===== src/include/beat_macros.svh =====
`ifndef BEAT_MACROS_SVH
`define BEAT_MACROS_SVH

// Sample and window geometry
`define SAMPLE_W    13
`define WINDOW_LEN  187

// 256 slots leave spare room past one window
`define RAM_ADDR_W  8

// Decision tree encoding
`define FEAT_IDX_W  8
`define NODE_IDX_W  4
`define CLASS_W     3
`define NUM_NODES   11

`endif


===== src/source/beatPkg.sv =====
`include "beat_macros.svh"

package beatPkg;

    typedef struct packed {
        logic                 valid;
        logic [`SAMPLE_W-1:0] value;
    } sampleT;

    typedef struct packed {
        logic                valid;
        logic [`CLASS_W-1:0] beatClass;
    } beatResultT;

    typedef struct packed {
        logic                   valid;
        logic                   write;
        logic [`RAM_ADDR_W-1:0] addr;
        logic [`SAMPLE_W-1:0]   data;
    } ramReqT;

    // Right child is always leftChild + 1
    typedef struct packed {
        logic [`FEAT_IDX_W-1:0] featIdx;
        logic [`SAMPLE_W-1:0]   threshold;
        logic [`NODE_IDX_W-1:0] leftChild;
    } splitNodeT;

    typedef struct packed {
        logic [`FEAT_IDX_W+`SAMPLE_W+`NODE_IDX_W-`CLASS_W-1:0] pad;
        logic [`CLASS_W-1:0]                                   beatClass;
    } leafNodeT;

    typedef union packed {
        splitNodeT split;
        leafNodeT  leaf;
    } treeNodeU;

    typedef struct packed {
        logic     isLeaf;
        treeNodeU body;
    } treeNodeT;

endpackage


===== src/source/beatClassifierTop.sv =====
`timescale 1ns/1ps
`include "beat_macros.svh"

module beatClassifierTop (
    input  logic                clk,
    input  logic                rst,
    input  beatPkg::sampleT     sampleIn,
    output beatPkg::beatResultT result
);

    beatPkg::ramReqT        wrReq;
    beatPkg::ramReqT        rdReq;
    beatPkg::ramReqT        ramReq;
    logic                   rdGrant;
    logic                   windowReady;
    logic [`RAM_ADDR_W-1:0] windowBase;
    logic [`SAMPLE_W-1:0]   rdData;
    logic [`NODE_IDX_W-1:0] nodeIdx;
    beatPkg::treeNodeT      node;

    sampleWriter uWriter (
        .clk         (clk),
        .rst         (rst),
        .sampleIn    (sampleIn),
        .wrReq       (wrReq),
        .windowReady (windowReady),
        .windowBase  (windowBase)
    );

    ramArbiter uArbiter (
        .wrReq   (wrReq),
        .rdReq   (rdReq),
        .rdGrant (rdGrant),
        .ramReq  (ramReq)
    );

    windowRam uRam (
        .clk    (clk),
        .ramReq (ramReq),
        .rdData (rdData)
    );

    treeWalker uWalker (
        .clk         (clk),
        .rst         (rst),
        .windowReady (windowReady),
        .windowBase  (windowBase),
        .rdReq       (rdReq),
        .rdGrant     (rdGrant),
        .rdData      (rdData),
        .nodeIdx     (nodeIdx),
        .node        (node),
        .result      (result)
    );

    treeNodeRom uRom (
        .nodeIdx (nodeIdx),
        .node    (node)
    );

endmodule


===== src/source/ramArbiter.sv =====
`timescale 1ns/1ps

module ramArbiter (
    input  beatPkg::ramReqT wrReq,
    input  beatPkg::ramReqT rdReq,
    output logic            rdGrant,
    output beatPkg::ramReqT ramReq
);

    // Writer has no back-pressure, so it always wins the port
    always_comb begin
        if (wrReq.valid) begin
            ramReq  = wrReq;
            rdGrant = 1'b0; // Walker retries next cycle
        end else begin
            ramReq       = rdReq;
            ramReq.write = 1'b0;
            rdGrant      = rdReq.valid;
        end
    end

endmodule


===== src/source/sampleWriter.sv =====
`timescale 1ns/1ps
`include "beat_macros.svh"

module sampleWriter (
    input  logic                   clk,
    input  logic                   rst,
    input  beatPkg::sampleT        sampleIn,
    output beatPkg::ramReqT        wrReq,
    output logic                   windowReady,
    output logic [`RAM_ADDR_W-1:0] windowBase
);

    // Distance from the newest sample back to the oldest one in a window
    localparam logic [`RAM_ADDR_W-1:0] backSpan = `WINDOW_LEN - 1;

    logic [`RAM_ADDR_W-1:0] wrPtr;
    logic [`RAM_ADDR_W-1:0] fillCount;
    logic                   fullAfterWrite;

    assign fullAfterWrite = fillCount >= `WINDOW_LEN - 1;

    always_comb begin
        wrReq.valid = sampleIn.valid; // Same-cycle write request
        wrReq.write = 1'b1;
        wrReq.addr  = wrPtr;
        wrReq.data  = sampleIn.value;
    end

    always_ff @(posedge clk or posedge rst) begin
        if (rst) begin
            wrPtr       <= '0;
            fillCount   <= '0;
            windowReady <= 1'b0;
        end else begin
            windowReady <= sampleIn.valid && fullAfterWrite;
            if (sampleIn.valid) begin
                wrPtr <= wrPtr + 1'b1; // Wraps at 256
                if (fillCount < `WINDOW_LEN) begin
                    fillCount <= fillCount + 1'b1; // Saturates at 187
                end
            end
        end
    end

    always_ff @(posedge clk) begin
        if (sampleIn.valid) begin
            windowBase <= wrPtr - backSpan;
        end
    end

endmodule


===== src/source/treeNodeRom.sv =====
`timescale 1ns/1ps
`include "beat_macros.svh"

module treeNodeRom (
    input  logic [`NODE_IDX_W-1:0] nodeIdx,
    output beatPkg::treeNodeT      node
);

    beatPkg::treeNodeT nodeTable [`NUM_NODES];

    function automatic beatPkg::treeNodeT mkSplit(
        input logic [`FEAT_IDX_W-1:0] featIdx,
        input logic [`SAMPLE_W-1:0]   threshold,
        input logic [`NODE_IDX_W-1:0] leftChild
    );
        beatPkg::treeNodeT n;
        n.isLeaf                  = 1'b0;
        n.body.split.featIdx      = featIdx;
        n.body.split.threshold    = threshold;
        n.body.split.leftChild    = leftChild;
        return n;
    endfunction

    function automatic beatPkg::treeNodeT mkLeaf(input logic [`CLASS_W-1:0] beatClass);
        beatPkg::treeNodeT n;
        n                     = '0;
        n.isLeaf              = 1'b1;
        n.body.leaf.beatClass = beatClass;
        return n;
    endfunction

    always_comb begin
        nodeTable[0]  = mkSplit(8'd4, 13'd1610, 4'd1);
        nodeTable[1]  = mkSplit(8'd0, 13'd2385, 4'd3);
        nodeTable[2]  = mkSplit(8'd12, 13'd1214, 4'd5);
        nodeTable[3]  = mkSplit(8'd1, 13'd410, 4'd7);
        nodeTable[4]  = mkLeaf(3'd3); // Added so class 3 is reachable
        nodeTable[5]  = mkLeaf(3'd4);
        nodeTable[6]  = mkSplit(8'd3, 13'd2074, 4'd9);
        nodeTable[7]  = mkLeaf(3'd2);
        nodeTable[8]  = mkLeaf(3'd0);
        nodeTable[9]  = mkLeaf(3'd1);
        nodeTable[10] = mkLeaf(3'd0);
    end

    // Unused indices read back as a class-0 leaf
    assign node = (nodeIdx < `NUM_NODES) ? nodeTable[nodeIdx] : mkLeaf(3'd0);

endmodule


===== src/source/treeWalker.sv =====
`timescale 1ns/1ps
`include "beat_macros.svh"

module treeWalker (
    input  logic                   clk,
    input  logic                   rst,
    input  logic                   windowReady,
    input  logic [`RAM_ADDR_W-1:0] windowBase,
    output beatPkg::ramReqT        rdReq,
    input  logic                   rdGrant,
    input  logic [`SAMPLE_W-1:0]   rdData,
    output logic [`NODE_IDX_W-1:0] nodeIdx,
    input  beatPkg::treeNodeT      node,
    output beatPkg::beatResultT    result
);

    typedef enum logic [1:0] {
        stIdle,
        stFetch,
        stWaitData,
        stDone
    } stateT;

    stateT                  state;
    logic [`RAM_ADDR_W-1:0] baseReg;
    logic [`CLASS_W-1:0]    classReg;
    logic                   goLeft;

    assign goLeft = rdData <= node.body.split.threshold; // Ties go left

    // Read request held until the arbiter grants it
    always_comb begin
        rdReq       = '0;
        rdReq.valid = (state == stFetch) && !node.isLeaf;
        rdReq.write = 1'b0;
        rdReq.addr  = baseReg + node.body.split.featIdx; // Wraps at 256
    end

    always_comb begin
        result.valid     = state == stDone;
        result.beatClass = classReg;
    end

    always_ff @(posedge clk or posedge rst) begin
        if (rst) begin
            state    <= stIdle;
            nodeIdx  <= '0;
            classReg <= '0;
        end else begin
            case (state)
                stIdle: begin
                    if (windowReady) begin
                        nodeIdx <= '0; // Start at the root
                        state   <= stFetch;
                    end
                end
                stFetch: begin
                    if (node.isLeaf) begin
                        classReg <= node.body.leaf.beatClass;
                        state    <= stDone;
                    end else if (rdGrant) begin
                        state <= stWaitData;
                    end
                end
                stWaitData: begin
                    if (goLeft) begin
                        nodeIdx <= node.body.split.leftChild;
                    end else begin
                        nodeIdx <= node.body.split.leftChild + 1'b1;
                    end
                    state <= stFetch;
                end
                stDone: begin
                    state <= stIdle; // Windows seen until here are dropped
                end
                default: begin
                    state <= stIdle;
                end
            endcase
        end
    end

    // Window base is captured only when a classification starts
    always_ff @(posedge clk) begin
        if (state == stIdle && windowReady) begin
            baseReg <= windowBase;
        end
    end

endmodule


===== src/source/windowRam.sv =====
`timescale 1ns/1ps
`include "beat_macros.svh"

module windowRam (
    input  logic                 clk,
    input  beatPkg::ramReqT      ramReq,
    output logic [`SAMPLE_W-1:0] rdData
);

    logic [`SAMPLE_W-1:0] mem [0:(1 << `RAM_ADDR_W)-1];

    always_ff @(posedge clk) begin
        if (ramReq.valid) begin
            if (ramReq.write) begin
                mem[ramReq.addr] <= ramReq.data;
            end else begin
                rdData <= mem[ramReq.addr]; // Registered read
            end
        end
    end

endmodule


===== config.mk =====
export PLATFORM = sky130hd
export DESIGN_NAME = beatClassifierTop
export DESIGN_NICKNAME = d
export VERILOG_FILES = /design/src/source/beatPkg.sv /design/src/source/beatClassifierTop.sv /design/src/source/ramArbiter.sv /design/src/source/sampleWriter.sv /design/src/source/treeNodeRom.sv /design/src/source/treeWalker.sv /design/src/source/windowRam.sv
export VERILOG_INCLUDE_DIRS = /design/src /design/src/include
export SDC_FILE = /design/constraint.sdc
export NUM_CORES = 2
export LEC_CHECK = 0
export BUFFER_PORTS_ARGS = -buffer_cell sky130_fd_sc_hd__buf_2
export CORE_MARGIN = 1.5
export CORE_UTILIZATION = 51
export CTS_CLUSTER_DIAMETER = 120
export DETAILED_ROUTE_END_ITERATION = 10
export PLACE_DENSITY = 0.66
export SYNTH_ARGS = -nofsm -noshare
export SYNTH_HDL_FRONTEND = slang
export SYNTH_SLANG_ARGS = --single-unit

===== constraint.sdc =====
create_clock -name clk -period 5.3 [get_ports clk]
set_input_delay 1.06 -clock clk [delete_from_list [all_inputs] [get_ports clk]]
set_output_delay 1.06 -clock clk [all_outputs]
set_load 0.02 [all_outputs]

* Yosys cells after proc, flatten, opt, wreduce, memory -nomap -nowiden
Memory sizes are Yosys's and may differ from the RTL's. A register that Yosys moved wholly into a read port is not among the register bits.
Cells that the tools add are included.
** Operators by class
- Order comparisons :: 5
- Bitwise operators :: 2
- Add/sub/neg operators :: 5
- Equal/unequal tests :: 5
- Mux-type cells :: 15
- Reduce and logical (&&, ||, !) cells :: 11
** Operators by type and width (number)
- 26-bit two-way mux :: 3
- 23-bit two-way mux :: 1
- 8-bit by 1-bit adder with 8-bit output (second input constant) :: 2
- 13-bit <= comparator :: 1
- 2-bit AND reduction :: 5
- 8-bit adder :: 1
- 8-bit >= comparator (second input constant) :: 1
- 8-bit < comparator (second input constant) :: 1
- 4-bit two-way mux :: 2
- 2-bit case mux with 4 select lines :: 1
- 4-bit case mux with 2 select lines :: 1
- 8-bit subtractor (second input constant) :: 1
- 2-bit two-way mux :: 3
- 5-bit >= comparator (second input constant) :: 1
- 4-bit inverter with 5-bit output :: 1
- 4-bit by 1-bit adder with 4-bit output (second input constant) :: 1
- 2-bit == test (second input constant) :: 2
- 4-bit < comparator (second input constant) :: 1
- 1-bit two-way mux :: 4
- 1-bit logical AND :: 3
- 3-bit by 2-bit inequality test with 1-bit output (second input constant) :: 1
- 2-bit by 1-bit == test with 1-bit output (second input constant) :: 1
- 2-bit zero test :: 1
- 2-bit inequality test (second input constant) :: 1
- 3 further kinds :: 3
** Word-level totals
- Memories kept :: 2
- RAM bits :: 3328
- Input bits :: 16
- Output and inout bits :: 4
- Logic and storage cells :: 53
- Memory bits (read-only) :: 416
- Register bits :: 42
** Memories
- uRam.mem :: words 256, width 13, rd ports 1, clocked after Yosys merged registers in 1, wr ports 1, line windowRam.sv:10 : logic [`SAMPLE_W-1:0] mem [0:(1 << `RAM_ADDR_W)-1];
- (name not given) :: words 16, width 26, rd ports 1, clocked after Yosys merged registers in 0, wr ports 0, line treeNodeRom.sv:47 : assign node = (nodeIdx < `NUM_NODES) ? nodeTable[nodeIdx] : mkLeaf(3'd0);

* Longest topological paths before layout
- Word-level depth :: 11
- Gate-level depth with buffers :: 22
- Mapped depth without buffers :: 15

* By module
A second synthesis with hierarchy kept.
** Second synthesis, totals
- Cells, all modules :: 5856
- Area, all modules :: 129869.6 um^2
** Modules (own cells, without submodules)
- windowRam :: sequential area each 100326.2 um^2, cells an instance 5516, area an instance 126482.6 um^2, instances 1
- treeWalker :: sequential area each 465.4 um^2, cells an instance 153, area an instance 1411.4 um^2, instances 1
- sampleWriter :: sequential area each 665.6 um^2, cells an instance 111, area an instance 1267.5 um^2, instances 1
- ramArbiter :: sequential area each 0.0 um^2, cells an instance 27, area an instance 365.4 um^2, instances 1
- treeNodeRom :: sequential area each 0.0 um^2, cells an instance 49, area an instance 342.8 um^2, instances 1

* Least setup slack after synthesis
OpenSTA, ideal clock, no wires.
- Kind :: input to register
- Start :: in sampleIn[13] (netlist name)
- End :: mem uRam.mem[0][0] (netlist name), data pin
- Cell stages on the path :: 6
- Data required time :: 4433 ps
- Path slack :: -1089 ps
- Arrival :: 5523 ps
- Buffers on the path :: 5
- Library setup time :: 867 ps
- Cells stage by stage :: buf_2 > buf_2 > clkbuf_1 > clkbuf_1 > clkbuf_1 > and2_1
** RTL lines
- start, declared :: line beatClassifierTop.sv:7 : input beatPkg::sampleT sampleIn,
- end, declared :: line windowRam.sv:10

* Worst setup path after layout
- Start :: reg uWalker.nodeIdx[0]
- End :: mem uRam.mem[109][9] (netlist name) (enable)
** Between the ends
- Longest elaborated chain between the ends :: 10
- Elaborated cells between the ends (all ways) :: 12
- Those cells by class :: 1 x add/sub; 1 x order compare; 6 x mux; 1 x bitwise; 2 x reduce/logical; 1 x memory
** Ends and longest elaborated chain
- start, declared :: line treeWalker.sv:12 : output logic [`NODE_IDX_W-1:0] nodeIdx,
- start signal, assigned :: line treeWalker.sv:67 : nodeIdx <= node.body.split.leftChild;
- start signal, assigned :: line treeWalker.sv:69 : nodeIdx <= node.body.split.leftChild + 1'b1;
- 4-bit inverter with 5-bit output (implied by the code) :: line treeNodeRom.sv:47
- memory 16 x 26 bit
- 26-bit two-way mux (implied by the code) (2 in series) :: line treeNodeRom.sv:47
- 26-bit two-way mux * :: line treeNodeRom.sv:47
- branches (longest 2 deep; another with 8-bit adder)
- 23-bit two-way mux * :: line ramArbiter.sv:12 : if (wrReq.valid) begin
- 1-bit two-way mux :: line windowRam.sv:13 : if (ramReq.valid) begin
- 1-bit two-way mux (implied by the code) :: line windowRam.sv:15 : mem[ramReq.addr] <= ramReq.data;
Every way passes the cells marked *. The select of a mux whose other input is x is not followed.

==> run metrics <==
DRT iter0 DRCs about 12000; post-synthesis sequential area ratio 0.8021; most frequent cells in the layout edfxtp_1 (3357), a22oi_1 (1519), buf_4 (600); Max VDD drop 419.9 uV; IO Pins 20; Post-synth EDFFs 3357; CTS tree built; max-slew violation count 0; Final Hold Fails 0; measured slew at the worst slew-check pin 1292 ps; # DRC 0; Yosys top cell area share 0.7970; routed length per instance 32.32 microns; vias in the first global route roughly 73000; GPL Wtd Cong 0.9377; setup ws final 97.19 ps; Setup Skew 77.80 ps; CP peak stage delay 510 ps; Max Freq 0.1922 GHz; CP most frequent cell buf_4; hold crit path type input port to async pin; hold slack 175.2 ps; CTS H-Tree Depth 5; drt via density 6.672; gr ovfl total 0; Core Box Area roughly 250000 sq um; MaxCap Viol Count 0; Final Net Count 7921; CP max-delay cell nand2_2; status finished clean; worst path required time 5950 ps; DR pass1 iterations 8; die area around 250000 sq um; period utilization 0.9817; syn_area_per_cell roughly 17 sq um; # setup viols final 0; share of flip-flops with an asynchronous set or reset 0.007685; Detailed Place HPWL 224900 microns; worst r2r src uWalker.nodeIdx[0]; R2R depth 17; cell accounting for the most synthesized area edfxtp_1; antenna violation net count after detailed routing 0; Power Density 511.6 nW/um^2; first-pass GRT wire length 525900 microns; Die X 501 microns; Max FO, Critical Path 29; Rows 182; Max-slew headroom 0.1366; area grow syn2layout 15.38%; pre-CTS WS 68.27 ps; #FFs+latches synth 3383; crit path launch uWalker.nodeIdx[0]; TritonCTS Buffers 346; CP Launch Type register; post-layout min period 5203 ps; Yosys warning count 0; CP Class register to register; Syn Nets 7377; Worst-path clk slew approximately 60 ps; post-synthesis cell area around 130000 sq um; Primary FF master, synth edfxtp_1; via total after detailed routing 76330; commonest non-fill, non-tap cell in the layout edfxtp_1; share of cells above drive strength 1 0.1529; post-synthesis cell count 7332; largest cells by area after synthesis edfxtp_1 (80%), a22oi_1 (9.0%), nand3_1 (1.9%), buf_2 (1.1%), nor2_1 (0.82%); Die Height between 500 and 600 microns; initial antenna violation count 30; total length of routed wires 369800 microns; finished layout cell area 145900 sq um; placed inst area between 100000 and 150000 sq um; Total GRT Usage 0.2901; clk_lat worst skew 1010 ps; largest net degree at the start of global routing around 130; crit-path cells inv_1 -> ha_1 -> nand2_1 -> a21oi_1 -> ha_1 -> inv_1 -> fa_1 -> xnor2_2 -> a21oi_4 -> buf_4 -> nor2_4 -> buf_12 -> buf_4 -> nand2_2 -> buf_4 -> nor2_1 -> buf_4; Critical Path Sink Type register; CTS root buf clkbuf_16; CTS hold repair buffers 0; clock buffer depth 4; clk sinks between 3000 and 4000; Cell variety after synth between 60 and 70; Initial Utilization 0.5138; PortBufs 19; Util after Layout 0.5928; final setup TNS 0 ps; P_leak 46.76 nW; CP arrival 5850 ps
## cells by family after synthesis
logic type      share of synthesized area
fa+ha+maj                        0.002928
xor+xnor                         0.001870
mux                             0.0005243
buf+inv                           0.02010
compound gates                     0.1188
flops                              0.8021
simple gates                      0.05368
## synthesized netlist by cell type, types with 18 or more instances
| cell type | instances |
|---|---|
| o2111ai_1 | 18 |
| and3_1 | 145 |
| nand4b_1 | 33 |
| a221oi_1 | 63 |
| xnor2_1 | 23 |
| buf_2 | 286 |
| and4_1 | 21 |
| nor3_1 | 29 |
| ha_1 | 28 |
| clkbuf_1 | 196 |
| a22oi_1 | 1519 |
| buf_1 | 42 |
| nand4_1 | 158 |
| and2_1 | 19 |
| o21ai_0 | 103 |
| a21oi_1 | 35 |
| nand2_1 | 70 |
| edfxtp_1 | 3357 |
| nand3_1 | 474 |
| dfrtp_1 | 26 |
| a22o_1 | 67 |
| inv_1 | 24 |
| nor2_1 | 277 |
| o22ai_1 | 19 |
| a31oi_1 | 124 |
## repair_timing
item                       CTS  global route
resized for setup            0             6
setup endpoints to repair    0           181
setup buffers                0             7
hold endpoints to repair     0             0
## through the flow
step / cells / power, mW
global route: 11430 / 76.61
floorplan: 7332 / 41.65
CTS: 11420 / 74.22
global placement: 10830 / 51.28
finish: 11440 / 74.66
detailed placement: 10830 / 51.47
## critical path: cells and delay by family, from the launching register on
family	cells	cell delay, ps
buffers and inverters	7	1720
and+or+nand+nor	4	1150
adders and majority gates	3	960
DFF	1	390
xor gates and xnor gates	1	310
AOI/OAI and AO/OA	2	290
## per-layer routing
layer	vias up	global-route usage	wire, microns
li1	31550	-	-
met1	39030	0.4076	141000
met2	4995	0.4405	169000
met3	743	0.06843	44320
met4	10	0.1139	15460
met5	-	0	57
## cell type report
class                   instances  area (sq um)
diodes                         11         27.53
clock buffers                 435          9286
clock inverters               154          1259
fillers                     17850        100200
inverters                      24         90.09
multi-input cells            3384         22710
flip-flops and latches       3383        101500
well taps                    3312          4144
repair buffers                737          6962
## power by group
part,leakage (nW),switching (mW),internal [mW]
registers,31.0,0.230,29.9
clock network,5.16,9.72,13.3
logic,10.6,14.7,6.73
total,46.8,24.7,50.0
## flip-flops by register name (all words and copies together) (netlist names), 2 cells and up
signal and count:
uRam.mem 3328, uRam.rdData 13, uWalker.baseReg 8, uWriter.fillCount 8, uWriter.windowBase 8, uWriter.wrPtr 8, uWalker.nodeIdx 4, uWalker.classReg 3
uWalker.state 2
## worst paths after layout
check	endpoint	slack, ps
worst max-delay path	uRam.mem[109][9]	100
worst min-delay path	uWriter.fillCount[2]	180
worst max register to register	uRam.mem[109][9]	100
worst min register to register	uWalker.baseReg[1]	430
max in group asynchronous	uWalker.nodeIdx[1]	4720
min in group clk	uWalker.baseReg[1]	430
Note: power is estimated with default switching activity, not from simulation.
